## src/ex_macros.svh

```systemverilog
`ifndef EX_MACROS_SVH
`define EX_MACROS_SVH

// data and address width
`define XLEN 32

// register file index
`define REG_ADDR_W 5

// shift amount, low bits of the second operand
`define SHAMT_W 5

// instruction size, used for the link value
`define INSTR_BYTES 4

// encoding widths of the operation fields
`define OP_CLASS_W 4
`define SUB_OP_W 6

`endif
```

## src/ex_op_pkg.sv

```systemverilog
`include "ex_macros.svh"

package ex_op_pkg;

    // instruction class as handed over by decode
    typedef enum logic [`OP_CLASS_W-1:0] {
        OP_NOP    = 4'd0,
        OP_LUI    = 4'd1,
        OP_AUIPC  = 4'd2,
        OP_JAL    = 4'd3,
        OP_JALR   = 4'd4,
        OP_BRANCH = 4'd5,
        OP_LOAD   = 4'd6,
        OP_STORE  = 4'd7,
        OP_IMM    = 4'd8,
        OP_REG    = 4'd9
    } op_class_e;

    // alu functions low, branch kinds and memory widths above
    typedef enum logic [`SUB_OP_W-1:0] {
        ADD  = 6'h00,
        SUB  = 6'h01,
        SLL  = 6'h02,
        SLT  = 6'h03,
        SLTU = 6'h04,
        XOR  = 6'h05,
        SRL  = 6'h06,
        SRA  = 6'h07,
        OR   = 6'h08,
        AND  = 6'h09,
        BEQ  = 6'h10,
        BNE  = 6'h11,
        BLT  = 6'h12,
        BGE  = 6'h13,
        BLTU = 6'h14,
        BGEU = 6'h15,
        LB   = 6'h20,
        LH   = 6'h21,
        LW   = 6'h22,
        LBU  = 6'h23,
        LHU  = 6'h24,
        SB   = 6'h28,
        SH   = 6'h29,
        SW   = 6'h2a
    } sub_op_e;

endpackage

```

## src/ex_data_pkg.sv

```systemverilog
`include "ex_macros.svh"

package ex_data_pkg;

    import ex_op_pkg::*;

    typedef logic [`XLEN-1:0]       word_t;
    typedef logic [`REG_ADDR_W-1:0] reg_addr_t;

    // one issued instruction from decode
    typedef struct packed {
        word_t     pc;
        op_class_e op_class;
        sub_op_e   sub_op;
        word_t     imm;
        word_t     rs1_val;
        word_t     rs2_val;
        reg_addr_t rd;
        logic      wreg;
    } ex_req_t;

    // handed to the memory stage
    // wdata holds the memory address for loads and stores
    typedef struct packed {
        reg_addr_t rd;
        logic      wreg;
        word_t     wdata;
        word_t     mem_wdata;
        sub_op_e   mem_op;
        logic      is_load;
        logic      is_store;
    } ex_res_t;

    // pc change request towards fetch
    typedef struct packed {
        logic  taken;
        word_t target;
    } redirect_t;

endpackage

```

## src/ex_branch_unit.sv

```systemverilog
`timescale 1ns/1ps
`include "ex_macros.svh"

module ex_branch_unit
    import ex_op_pkg::*;
    import ex_data_pkg::*;
(
    input  ex_req_t   req_i,
    output word_t     link_value_o,
    output redirect_t redirect_o
);

    logic  eq;
    logic  lt_s;
    logic  lt_u;
    logic  cond;
    word_t jalr_sum;

    assign eq   = req_i.rs1_val == req_i.rs2_val;
    assign lt_s = $signed(req_i.rs1_val) < $signed(req_i.rs2_val);
    assign lt_u = req_i.rs1_val < req_i.rs2_val;

    always_comb begin
        case (req_i.sub_op)
            BEQ:     cond = eq;
            BNE:     cond = !eq;
            BLT:     cond = lt_s;
            BGE:     cond = !lt_s;
            BLTU:    cond = lt_u;
            BGEU:    cond = !lt_u;
            default: cond = 1'b0;
        endcase
    end

    assign jalr_sum = req_i.rs1_val + req_i.imm;

    always_comb begin
        redirect_o.taken  = 1'b0;
        redirect_o.target = req_i.pc + req_i.imm;
        case (req_i.op_class)
            OP_JAL: begin
                redirect_o.taken = 1'b1;
            end
            OP_JALR: begin
                redirect_o.taken  = 1'b1;
                // target is halfword aligned
                redirect_o.target = {jalr_sum[`XLEN-1:1], 1'b0};
            end
            OP_BRANCH: begin
                redirect_o.taken = cond;
            end
            default: begin
                redirect_o.taken = 1'b0;
            end
        endcase
    end

    // return address for jal and jalr
    assign link_value_o = req_i.pc + word_t'(`INSTR_BYTES);

endmodule

```

## config.mk

```make
export PLATFORM = sky130hd
export DESIGN_NAME = ex_branch_unit
export DESIGN_NICKNAME = d
export VERILOG_FILES = /design/src/ex_op_pkg.sv /design/src/ex_data_pkg.sv /design/src/ex_branch_unit.sv
export VERILOG_INCLUDE_DIRS = /design/src /design/src/src
export SDC_FILE = /design/constraint.sdc
export NUM_CORES = 1
export LEC_CHECK = 0
export BUFFER_PORTS_ARGS = -buffer_cell sky130_fd_sc_hd__buf_2
export CAP_MARGIN = 30
export CORE_ASPECT_RATIO = 0.9
export CORE_MARGIN = 2
export CORE_UTILIZATION = 51
export DETAILED_ROUTE_END_ITERATION = 10
export GPL_TIMING_DRIVEN = 0
export MAX_ROUTING_LAYER = met4
export PLACE_DENSITY_LB_ADDON = 0.08
export SKIP_LAST_GASP = 1
export SLEW_MARGIN = 20
export SYNTH_ARGS = -nofsm -noshare
export SYNTH_HDL_FRONTEND = slang
export SYNTH_SLANG_ARGS = --single-unit
```

## constraint.sdc

```tcl
create_clock -name vclk -period 5.35
set_input_delay 1.07 -clock vclk [all_inputs]
set_output_delay 1.07 -clock vclk [all_outputs]
set_load 0.005 [all_outputs]
```

==> metrics.txt <==
DIE AREA=about 10000 um^2; Seq Cell Count=0; CP required=4.28 ns; Top delay family on crit path=compound AO/OA/AOI/OAI gates; stages on the worst setup path=13; pre-CTS setup slack=0.208 ns; Sw Share=0.540; Slowest cell on crit path=or4_1; Congestion Overflow GR=0; Worst Setup Path Type=in2out; Synth Area per Inst=7.17 um^2; Crit Path Max Fanout=4; Post CTS Setup Buffer Count=0; Slew HR=0.453; post-CTS resize count=0; Die Y=between 90 and 100 um; TNS Setup=0 ns; Synth Instances=just under 700; Final Hold Violating Endpoints=0; unrepaired setup endpoints after global routing=no; ranking of synthesized cells by area=ha_1 24%, xnor2_1 7.7%, a21oi_1 7.1%; Power Density=112 nW/um^2; Peak VDD IR=0.0000568 V; Critical Path Max Stage Delay=about 0.55 ns; final setup fails=0; mean routed wirelength per cell=16.1 um; worst hold path depth=3; Worst-Margin Slew=0.817 ns; Die Wd=107 um; Nets=between 1000 and 1500; initial antenna violation count=1; Post-CTS Hold Fix Bufs=0; Fmax=196 MHz; Seq pwr share=0; core box area=9210 um^2; Max Slew Vio Count=0; syn_nets=922; most numerous cell on the critical path=buf_2; post-DP HPWL=approximately 14000 um; Worst Hold Slack=2.40 ns; total power=680 uW; Crit path arrival time=just over 4 ns; drt first pass iters=6; final core area utilization=0.660; first-pass GRT wire length=25100 um; crit path capture type=output port; post-route worst setup slack=0.248 ns; most frequent cell after synthesis=ha_1; initial core utilization=0.531; synth cell count leaders=94 x ha_1, 69 x a21oi_1, 61 x nand2_1, 50 x inv_1, 43 x xnor2_1; P&R area growth vs syn=24.3%; Remaining DRCs=0; gr usage total=0.299; Synth top area share=0.241; max-cap violations=0; FP Rows=33; switching power of the nets=between 300 and 400 uW; largest net degree at the start of global routing=11; final wirelength=between 15000 and 20000 um; Tcrit/Tclk final=0.954; sequence of cells on the critical path=buf_2 > ha_1 > a211oi_1 > o211ai_1 > nand4_1 > o31ai_2 > o221ai_2 > nand2b_1 > a21o_1 > nand2_1 > nor4b_1 > or4_1 > buf_2; Buf/Inv on CP=2; nature of the critical path startpoint=input port; Synth cell types=79; vias in the first global route=5360; clock network power share=0; HP Class=in2out; Vias=5880; initial DRC count=366; outcome=complete, no violations; # port buffers=about 200; Leak=0.00315 uW; RD Place Congestion=~1.0; vias per inst=5.83; Ports=209; Register Area=0 um^2; Gate power share=1.000; synthesized cell area=4890 um^2; Ys Warns=0; top cell type by total area after synthesis=ha_1; Pint=313 uW; layout cells sized above 1=0.273; fillcell total=851; clock buffers=0; Seq/Total Area, Yosys=0; Final min period=5.10 ns; ANT nets after route=0
==> worst min-delay path, stage by stage <==
cell	delay [ns]
buf_2	0.08
xnor2_1	0.06
buf_2	0.12
==> layer usage <==
| layer | global-route usage | vias to the layer above | wire length [um] |
|---|---|---|---|
| met1 | 0.421 | 2661 | 7760 |
| met4 | 0.0310 | 0 | 181 |
| met3 | 0.00539 | 16 | 1030 |
| li1 | - | 2957 | - |
| met5 | - | - | 0 |
| met2 | 0.495 | 246 | 7270 |
==> layout by cell type (no fill, tap or decap), types with 3 or more instances in the layout <==
cell type    n
mux2i_1      3
o211ai_1     8
o22ai_1      4
buf_4        4
nor2_1      39
a21boi_0     3
buf_2      204
and4_1       3
nand2_1     61
a211o_1      3
o21bai_1     6
o21ai_1      4
o21a_1      12
or2_2        4
nor4_1       3
and2_1       4
a211oi_1     8
nand4_1     23
o31ai_1      3
a31oi_1      5
nor3b_1      3
xnor2_1     43
o21ai_0     36
a21o_1      33
nor2b_1      8
nand3_1     19
nor3_1       9
inv_1       50
clkbuf_1     5
and3_1       9
a21oi_1     69
xor2_1      36
nand2b_1     8
ha_1        94
==> area by class of cell <==
class | instances | area, um^2 | share of cell area
timing repair buffer | 203 | 1020 | 0.167
buffer | 13 | 83.8 | 0.0138
tap | 122 | 153 | 0.0251
multi-input combinational | 619 | 4630 | 0.762
antenna | 1 | 2.50 | 0.000412
inverter | 50 | 188 | 0.0309
==> per-stage QoR <==
stage	instances	area (um^2)
2_1_floorplan	682	4890
3_3_place_gp	1007	6060
3_5_place_dp	1007	6060
4_1_cts	1007	6060
5_1_grt	1008	6070
6_report	1008	6070
==> power by group through the flow <==
stage / Combinational [uW] / Sequential (uW) / Clock, uW
floorplan: 437 / 0 / 0
global placement: 652 / 0 / 0
detailed placement: 666 / 0 / 0
CTS: 671 / 0 / 0
global route: 752 / 0 / 0.0000250
finish: 680 / 0 / 0.0000250
==> kinds of logic after synthesis <==
kind of cell               after synthesis  share of synthesized area
AOI/OAI and AO/OA                      231                      0.325
and+or+nand+nor                        208                      0.217
adders and majority gates               96                      0.249
xor gates and xnor gates                80                      0.145
buffers and inverters                   63                     0.0556
muxes                                    4                    0.00845
==> path summary, 6_finish.rpt <==
kind / startpoint / to / slack, ns
worst max-delay path: req_i[71] / redirect_o[25] / 0.25
worst min-delay path: req_i[101] / redirect_o[31] / 2.40
(Power assumes the default switching activity.)
