<file path="src/ex_macros.svh">
`ifndef EX_MACROS_SVH
`define EX_MACROS_SVH

// data and address width
`define XLEN 32

// register file index
`define REG_ADDR_W 5

// shift amount, low bits of the second operand
`define SHAMT_W 5

// instruction size, used for the link value
`define INSTR_BYTES 4

// encoding widths of the operation fields
`define OP_CLASS_W 4
`define SUB_OP_W 6

`endif
</file>
<file path="src/ex_op_pkg.sv">
`include "ex_macros.svh"

package ex_op_pkg;

    // instruction class as handed over by decode
    typedef enum logic [`OP_CLASS_W-1:0] {
        OP_NOP    = 4'd0,
        OP_LUI    = 4'd1,
        OP_AUIPC  = 4'd2,
        OP_JAL    = 4'd3,
        OP_JALR   = 4'd4,
        OP_BRANCH = 4'd5,
        OP_LOAD   = 4'd6,
        OP_STORE  = 4'd7,
        OP_IMM    = 4'd8,
        OP_REG    = 4'd9
    } op_class_e;

    // alu functions low, branch kinds and memory widths above
    typedef enum logic [`SUB_OP_W-1:0] {
        ADD  = 6'h00,
        SUB  = 6'h01,
        SLL  = 6'h02,
        SLT  = 6'h03,
        SLTU = 6'h04,
        XOR  = 6'h05,
        SRL  = 6'h06,
        SRA  = 6'h07,
        OR   = 6'h08,
        AND  = 6'h09,
        BEQ  = 6'h10,
        BNE  = 6'h11,
        BLT  = 6'h12,
        BGE  = 6'h13,
        BLTU = 6'h14,
        BGEU = 6'h15,
        LB   = 6'h20,
        LH   = 6'h21,
        LW   = 6'h22,
        LBU  = 6'h23,
        LHU  = 6'h24,
        SB   = 6'h28,
        SH   = 6'h29,
        SW   = 6'h2a
    } sub_op_e;

endpackage

</file>
<file path="src/ex_data_pkg.sv">
`include "ex_macros.svh"

package ex_data_pkg;

    import ex_op_pkg::*;

    typedef logic [`XLEN-1:0]       word_t;
    typedef logic [`REG_ADDR_W-1:0] reg_addr_t;

    // one issued instruction from decode
    typedef struct packed {
        word_t     pc;
        op_class_e op_class;
        sub_op_e   sub_op;
        word_t     imm;
        word_t     rs1_val;
        word_t     rs2_val;
        reg_addr_t rd;
        logic      wreg;
    } ex_req_t;

    // handed to the memory stage
    // wdata holds the memory address for loads and stores
    typedef struct packed {
        reg_addr_t rd;
        logic      wreg;
        word_t     wdata;
        word_t     mem_wdata;
        sub_op_e   mem_op;
        logic      is_load;
        logic      is_store;
    } ex_res_t;

    // pc change request towards fetch
    typedef struct packed {
        logic  taken;
        word_t target;
    } redirect_t;

endpackage

</file>
<file path="src/ex_stage_reg.sv">
`timescale 1ns/1ps

module ex_stage_reg
    import ex_op_pkg::*;
    import ex_data_pkg::*;
(
    input  logic      clk,
    input  logic      rst_n_i,
    input  logic      valid_i,
    input  ex_req_t   req_i,
    input  word_t     alu_value_i,
    input  word_t     link_value_i,
    input  redirect_t redirect_i,
    output logic      valid_o,
    output ex_res_t   res_o,
    output redirect_t redirect_o
);

    logic  is_jump;
    logic  class_writes;
    logic  wreg_next;
    logic  is_load_next;
    logic  is_store_next;
    word_t wdata_next;

    assign is_jump       = req_i.op_class inside {OP_JAL, OP_JALR};
    assign is_load_next  = req_i.op_class == OP_LOAD;
    assign is_store_next = req_i.op_class == OP_STORE;

    // branch, store, nop and unknown classes never write
    assign class_writes = req_i.op_class inside {OP_LUI, OP_AUIPC, OP_JAL, OP_JALR,
                                                 OP_LOAD, OP_IMM, OP_REG};
    assign wreg_next    = req_i.wreg && class_writes && (req_i.rd != '0);

    assign wdata_next = is_jump ? link_value_i : alu_value_i;

    always_ff @(posedge clk) begin
        res_o.rd          <= req_i.rd;
        res_o.wdata       <= wdata_next;
        res_o.mem_op      <= req_i.sub_op;
        redirect_o.target <= redirect_i.target;
        if (is_store_next) begin
            res_o.mem_wdata <= req_i.rs2_val;
        end else begin
            res_o.mem_wdata <= '0;
        end

        if (!rst_n_i) begin
            valid_o          <= 1'b0;
            res_o.wreg       <= 1'b0;
            res_o.is_load    <= 1'b0;
            res_o.is_store   <= 1'b0;
            redirect_o.taken <= 1'b0;
        end else begin
            valid_o          <= valid_i;
            res_o.wreg       <= valid_i && wreg_next;
            res_o.is_load    <= valid_i && is_load_next;
            res_o.is_store   <= valid_i && is_store_next;
            redirect_o.taken <= valid_i && redirect_i.taken;
        end
    end

    // only jumps and branches may flush the front end
    assert property (@(posedge clk) disable iff (!rst_n_i)
        (valid_i && redirect_i.taken) |-> (is_jump || req_i.op_class == OP_BRANCH))
    else $error("ex_stage_reg: redirect from a non control instruction");

    // fetch only ever sees halfword aligned targets
    assert property (@(posedge clk) disable iff (!rst_n_i)
        redirect_o.taken |-> !redirect_o.target[0])
    else $error("ex_stage_reg: misaligned redirect target");

endmodule

</file>
<file path="config.mk">
export PLATFORM = sky130hd
export DESIGN_NAME = ex_stage_reg
export DESIGN_NICKNAME = d
export VERILOG_FILES = /design/src/ex_op_pkg.sv /design/src/ex_data_pkg.sv /design/src/ex_stage_reg.sv
export VERILOG_INCLUDE_DIRS = /design/src /design/src/src
export SDC_FILE = /design/constraint.sdc
export NUM_CORES = 1
export LEC_CHECK = 0
export ABC_CLOCK_PERIOD_IN_PS = 2500
export BUFFER_PORTS_ARGS = -buffer_cell sky130_fd_sc_hd__buf_2
export CORE_AREA = 3 3 138 140
export CTS_BUF_LIST = sky130_fd_sc_hd__clkbuf_4 sky130_fd_sc_hd__clkbuf_8
export DETAILED_ROUTE_END_ITERATION = 12
export DIE_AREA = 0 0 141 143
export PLACE_DENSITY_LB_ADDON = 0.15
export SLEW_MARGIN = 20
export SYNTH_ARGS = -nofsm -noshare
export SYNTH_HDL_FRONTEND = slang
export SYNTH_SLANG_ARGS = --single-unit
</file>
<file path="constraint.sdc">
create_clock -name clk -period 2.5 [get_ports clk]
set_input_delay 0.125 -clock clk [delete_from_list [all_inputs] [get_ports clk]]
set_output_delay 0.125 -clock clk [all_outputs]
set_load 0.02 [all_outputs]
</file>
==> results of run 1 <==
[cells by family after synthesis]
kind of cell,count (synthesis),share of synthesized area [%]
AND/OR/NAND/NOR,47,9.682
flip-flops,112,72.90
multiplexers,32,15.38
buffers and inverters,6,1.465
AO/OA/AOI/OAI,2,0.5693
[stage by stage]
stage	hold slack, ns	setup slack [ns]	instances	util, %	instance area, um^2
after floorplan	0.1527	1.308	199	-	3075
after global placement	0.2280	0.8928	683	25.83	4639
after detailed placement	0.2290	0.8896	683	25.83	4639
==> metrics.txt, run 1 <==
Halt Stage clock tree synthesis (4_1_cts); Post-CTS Setup Repair Bufs 0; asr flop ratio synth 0%; top-area cell type share of the netlist area 72.90%; Initial Util 17.12%; Post-Syn Area 3075 um^2; total I/O pin count 356; CTS Hold Bufs 142; GP Congestion 0.6893; Run Error [ERROR RSZ-0060] Max buffer count reached.; # rows 49; IO buf count 259; root buffer cell clkbuf_8; Die Wd 141 um; EDFF count, synth 0; outcome did not finish; most common cell in the netlist dfxtp_1; post_cts resized 0; most instantiated cells after synthesis dfxtp_1 (112), and2_1 (34), mux2_4 (30); ys flop type dfxtp_1; post-synth top area cell dfxtp_1; Synth warnings 0; top cells by area, synth dfxtp_1 (73%), mux2_4 (15%), and2_1 (6.9%); Seq cells post-synth 112; H-tree Lvls 3; post-synth cell types 18; Mapped Cells 199; syn nets 443; sequential share of the synthesized area 72.90%; CTS buffer count 9; CTS Sinks 112; die height 143 um; Avg Cell Area, Syn 15.45 um^2; post-DP HPWL 6817 um; clock buffer depth 2
==> run 2: changes to the inputs <==
--- a/config.mk
+++ b/config.mk
@@ -8,10 +8,9 @@
 export LEC_CHECK = 0
 export ABC_CLOCK_PERIOD_IN_PS = 2500
 export BUFFER_PORTS_ARGS = -buffer_cell sky130_fd_sc_hd__buf_2
-export CORE_AREA = 3 3 138 140
-export CTS_BUF_LIST = sky130_fd_sc_hd__clkbuf_4 sky130_fd_sc_hd__clkbuf_8
+export CORE_AREA = 3 3 137 139
 export DETAILED_ROUTE_END_ITERATION = 12
-export DIE_AREA = 0 0 141 143
+export DIE_AREA = 0 0 140 142
 export PLACE_DENSITY_LB_ADDON = 0.15
 export SLEW_MARGIN = 20
 export SYNTH_ARGS = -nofsm -noshare
==> metrics.txt, run 2 <==
outcome finished clean; CTS buffer count 9; Worst Setup Path Type primary input to flop; # rows 49; commonest non-fill, non-tap cell in the layout buf_2; CTS Sinks 112; sequential share of the synthesized area 72.90%; final period utilization 70.45%; unrepaired setup endpoints after global routing false; EDFF count, synth 0; GP Congestion 0.8253; Post-Syn Area 3075 um^2; CTS clk-pin slew, worst paths 0.08 ns; Die Wd 140 um; GR Util met2 17.90%; Seq. cell area 2242 um^2; Final setup viols 0; Hold Crit Endpoint res_o[50]; ys flop type dfxtp_1; Largest Register res_o; top-area cell type share of the netlist area 72.90%; most common cell in the netlist dfxtp_1; CTS Hold Bufs 139; Critical path buffers and inverters 3; global-route wire length before repair 15660 um; GRT Resource Usage Total 10.14%; Largest register FFs 78; Post-CTS Setup Repair Bufs 0; Peak Freq 0.5677 GHz; CP arrival 2.00 ns; layout cells sized above 1 51.31%; Synth Area in Adders 0%; post_cts resized 0; CP required 2.74 ns; root buffer cell clkbuf_16; Synth warnings 0; clock buffer depth 2; Worst setup SP type primary input; asr flop ratio synth 0%; GR peak layer met2; Hold Vio Cnt, Final 0; initial antenna violation count 0; vias per cell 3.503; H-tree Lvls 3; Max Cap Viol 0; Initial Util 17.30%; syn nets 443; IO buf count 259; Slew headroom 62.23%; Final #Nets 849; largest registers res_o (78), redirect_o (33), valid_o (1); total I/O pin count 356; post-layout min period 1.761 ns; DRC 0; Mapped Cells 199; die area 19880 um^2; Layout fillers 1782; CP Max Fanout 32; dpl cells 683; vias 2939; Avg Cell Area, Syn 15.45 um^2; pwr/cell area 627.0 nW/um^2; DR iter-0 viols 31; CP Capture Type flop; CTS tree yes; gr ovfl total 0; CP cell instances buf_2 -> nor4b_2 -> a31oi_4 -> buf_4 -> mux2_2 -> dlygate4sd3_1; hold path cells 2; # diodes 0; overall power 3984 uW; Routed wire per std cell 12.30 um; vias in the first global route 3142; Routed Wire Length 10320 um; setup TNS 0 ns; Final Hold Slack 0.01033 ns; Worst path slowest cell dlygate4sd3_1; Hold Path Origin alu_value_i[10]; M3 GR Usage 4.032%; leak pwr 0.003182 uW; transition time of the tightest slew-check pin 0.5665 ns; remaining antenna violation count 0; top cells by area, synth dfxtp_1 (73%), mux2_4 (15%), and2_1 (6.9%); CORE AREA 17780 um^2; most frequent cells in the layout buf_2 (259), dlygate4sd3_1 (140), dfxtp_1 (112); Seq cells post-synth 112; M1 GR Usage 10.68%; drt first pass iters 3; area of the multi-input gates 797.0 um^2; die height 142 um; highest cell delay on the worst timing path 0.55 ns; most instantiated cells after synthesis dfxtp_1 (112), and2_1 (34), mux2_4 (30); final non-filler cell total 839; fin area 6355 um^2; post-synth cell types 18; mux cell area share after synthesis 15.38%; Area Overhead vs Synth 106.6%; post-DP HPWL 7523 um; Synth Area in Compound Gates 0.5696%; largest family of logic cells by synthesized area multiplexers; Simple-Gate Fraction of Synth Area 9.683%; worst hold path class primary input to flop; largest net degree at the start of global routing 34; dpl cell area 4637 um^2; CP delay by family, top buffers and inverters; VDD IR max 0.3271 mV; post-synth top area cell dfxtp_1; XOR/XNOR Fraction of Synth Area 0%; Final Max Slew Viols 0
[run 2: cell counts after synthesis]
No cell type changed its count.
[run 2: kinds of logic (layout without fill, tap and decap cells)]
| logic type | after synthesis | in the layout |
|---|---|---|
| flip-flops | 112 | 112 |
| AND/OR/NAND/NOR | 47 | 47 |
| multiplexers | 32 | 32 |
| buffers and inverters | 6 | 417 |
| AO/OA/AOI/OAI | 2 | 2 |
[run 2: through the flow]
step	setup WS, ns	util (%)
floorplan	1.308	-
global placement	0.9280	26.08
detailed placement	0.9036	26.08
CTS	0.7494	35.69
global route	0.6577	35.74
finish	0.7386	35.74
[run 2: how the worst max path moves through the flow]
stage	from	end	depth (start not counted)
after floorplan	req_i[110]	res_o[41]	4
after global placement	req_i[110]	res_o[40]	5
after detailed placement	req_i[110]	res_o[40]	5
after CTS	req_i[110]	res_o[71]	6
after global routing	req_i[110]	res_o[71]	6
final	req_i[110]	res_o[71]	6
[run 2: cell type report]
cell class | count | area share [%]
clock inverters | 7 | 1.437
clock buffers | 9 | 3.544
flip-flops and latches | 112 | 35.28
multi-input cells | 81 | 12.54
repair buffers | 401 | 42.69
well taps | 229 | 4.509
[run 2: layer usage]
metal	part of all wire (%)	vias up	wire length (um)
met5	0	-	0
met4	1.7	0	171
met3	10	10	1028
li1	-	1457	-
met2	49	161	5086
met1	39	1311	4033
[run 2: power breakdown]
part / internal, uW / switching, uW / leakage (uW)
clock network: 728 / 752 / 0.000154
logic: 361 / 251 / 0.00210
registers: 1870 / 21.4 / 0.000933
(Power assumes the default switching activity.)
==> run 3: changes to the inputs <==
--- a/config.mk
+++ b/config.mk
@@ -6,7 +6,8 @@
 export SDC_FILE = /design/constraint.sdc
 export NUM_CORES = 1
 export LEC_CHECK = 0
-export ABC_CLOCK_PERIOD_IN_PS = 2500
+export ABC_AREA = 1
+export ABC_CLOCK_PERIOD_IN_PS = 1500
 export BUFFER_PORTS_ARGS = -buffer_cell sky130_fd_sc_hd__buf_2
 export CORE_AREA = 3 3 137 139
 export DETAILED_ROUTE_END_ITERATION = 12
==> constraint.sdc (replaced) <==
create_clock -name clk -period 1.5 [get_ports clk]
set_input_delay 0.075 -clock clk [delete_from_list [all_inputs] [get_ports clk]]
set_output_delay 0.075 -clock clk [all_outputs]
set_load 0.02 [all_outputs]
==> metrics.txt, run 3 <==
outcome finished clean; Final Max Slew Viols 0; Area Overhead vs Synth 105.5%; final worst slack 0.2768 ns; Hold Vio Cnt, Final 0; Die Wd 140 um; Largest Register res_o; drt first pass iters 4; leak pwr 0.003382 uW; Final setup viols 0; global-route wire length before repair 16640 um; VDD IR max 0.5331 mV; most instantiated cells after synthesis dfxtp_1 (112), nand2_1 (69), nor2_1 (42); Post-Syn Area 3099 um^2; Routed Wire Length 10690 um; internal power 4868 uW; area of the multi-input gates 624.3 um^2; top-area cell type share of the netlist area 72.35%; sw frac 25.81%; Largest register FFs 78; CTS clk-pin slew, worst paths 0.07 ns; Placement Setup Slack 0.4531 ns; Worst path slowest cell dlygate4sd3_1; clock buffer depth 2; die area 19880 um^2; CP Capture Type flop; H-tree Lvls 3; CORE AREA 17780 um^2; vias per cell 3.610; CP Depth 7; highest cell delay on the worst timing path 0.55 ns; CP cell instances buf_2 -> nor2_1 -> nand2_2 -> buf_4 -> nand3_1 -> nand2_1 -> dlygate4sd3_1; Flop pwr share 48.1%; Worst setup SP type primary input; Critical path buffers and inverters 3; Initial Util 17.43%; CP delay by family, top buffers and inverters; Layout fillers 1834; Avg Cell Area, Syn 9.808 um^2; IO buf count 259; root buffer cell clkbuf_16; vias 3444; post-layout min period 1.223 ns; DR iter-0 viols 78; Psw 1694 uW; GRT Resource Usage Total 10.46%; Routed wire per std cell 11.21 um; remaining antenna violation count 0; asr flop ratio synth 0%; Synth warnings 0; largest registers res_o (78), redirect_o (33), valid_o (1); ys flop type dfxtp_1; Logic pwr share 15.8%; vias in the first global route 3571; transition time of the tightest slew-check pin 0.3695 ns; CTS buffer count 9; die height 142 um; CP required 1.73 ns; CTS Sinks 112; gr ovfl total 0; Slew headroom 75.37%; syn nets 560; # diodes 0; Seq. cell area 2242 um^2; post-synth top area cell dfxtp_1; initial antenna violation count 0; post-DP HPWL 7412 um; DRC 0; Peak Freq 0.8175 GHz; Mapped Cells 316; most common cell in the netlist dfxtp_1; setup TNS 0 ns; # rows 49; CP Max Fanout 32; layout cells sized above 1 39.03%; post-synth cell types 11; final period utilization 81.55%; clock group share of total power 36.1%; Final #Nets 964; EDFF count, synth 0; unrepaired setup endpoints after global routing false; Seq cells post-synth 112; Max Cap Viol 0; total I/O pin count 356; top cells by area, synth dfxtp_1 (72%), nand2_1 (8.4%), nand3_1 (5.5%); sequential share of the synthesized area 72.35%; GP Congestion 0.7279; Hold Crit Endpoint valid_o; commonest non-fill, non-tap cell in the layout buf_2; Hold Path Origin valid_i; worst hold path class primary input to flop; largest net degree at the start of global routing 34; hold path cells 3; post_cts resized 0; pwr/cell area 1030 nW/um^2; Worst Setup Path Type primary input to flop; CTS tree yes; CP arrival 1.46 ns; most frequent cells in the layout buf_2 (259), dlygate4sd3_1 (142), dfxtp_1 (112); Post-CTS Setup Repair Bufs 0
-- run 3: cell count changes in the layout (fill, tap and decap cells not counted), sizes merged, moves of 2 or more --
cell,delta
nor2,+40
dlygate4sd3,+2
and2,-34
inv,+39
nand2,+70
clkinv,+2
or4,-2
nand3,+33
buf,+2
mux2,-32
-- run 3: area by class of cell --
cell class / instances / area share (%)
clock buffer: 9 / 3.537
clock inverter: 7 / 1.179
inverter: 41 / 2.417
multi-input combinational: 151 / 9.805
sequential: 112 / 35.21
tap: 229 / 4.500
timing repair buffer: 405 / 43.35
-- run 3: timing repair --
item | in CTS | in global routing
hold endpoints to repair | 109 | 0
endpoints found under the setup margin | 0 | 0
hold buffers | 142 | 0
-- run 3: logic make-up after synthesis --
kind of cell / after synthesis / share of synthesized area, %
buffers and inverters: 53 / 7.509
DFF: 112 / 72.35
and+or+nand+nor: 151 / 20.15
-- run 3: power by group through the flow --
stage	Clock [uW]	Sequential [uW]	Combinational (uW)
5_1_grt	2620	3170	1130
3_3_place_gp	0	3230	719
3_5_place_dp	0	3230	718
6_report	2370	3160	1030
2_1_floorplan	0	3430	139
4_1_cts	2530	3160	1040
-- run 3: worst max path at each step --
| stage | startpoint | endpoint | slack, ns |
|---|---|---|---|
| 2_1_floorplan | req_i[111] | res_o[41] | 0.78 |
| 3_3_place_gp | req_i[111] | res_o[64] | 0.47 |
| 3_5_place_dp | req_i[111] | res_o[49] | 0.45 |
| 4_1_cts | req_i[111] | res_o[49] | 0.30 |
| 5_1_grt | req_i[109] | res_o[1] | 0.18 |
| 6_report | req_i[111] | res_o[49] | 0.28 |
-- run 3: per-stage QoR --
stage / instance area [um^2] / instances / total power, uW / utilization (%) / hold slack [ns]
after CTS: 6367 / 954 / 6727 / 35.81 / 0.01352
after global placement: 4646 / 796 / 3944 / 26.13 / 0.1775
after floorplan: 3099 / 316 / 3569 / - / 0.1027
after detailed placement: 4646 / 796 / 3946 / 26.13 / 0.1786
final: 6367 / 954 / 6561 / 35.81 / 0.03313
after global routing: 6367 / 954 / 6917 / 35.81 / 0.05545
-- run 3: layer usage --
| metal | share of wire, % | up-vias | global-route usage (%) |
|---|---|---|---|
| li1 | - | 1747 | - |
| met1 | 39 | 1542 | 10.78 |
| met2 | 52 | 148 | 19.63 |
| met3 | 8.4 | 7 | 3.831 |
| met4 | 1.1 | 0 | 3.519 |
| met5 | 0 | - | 0 |
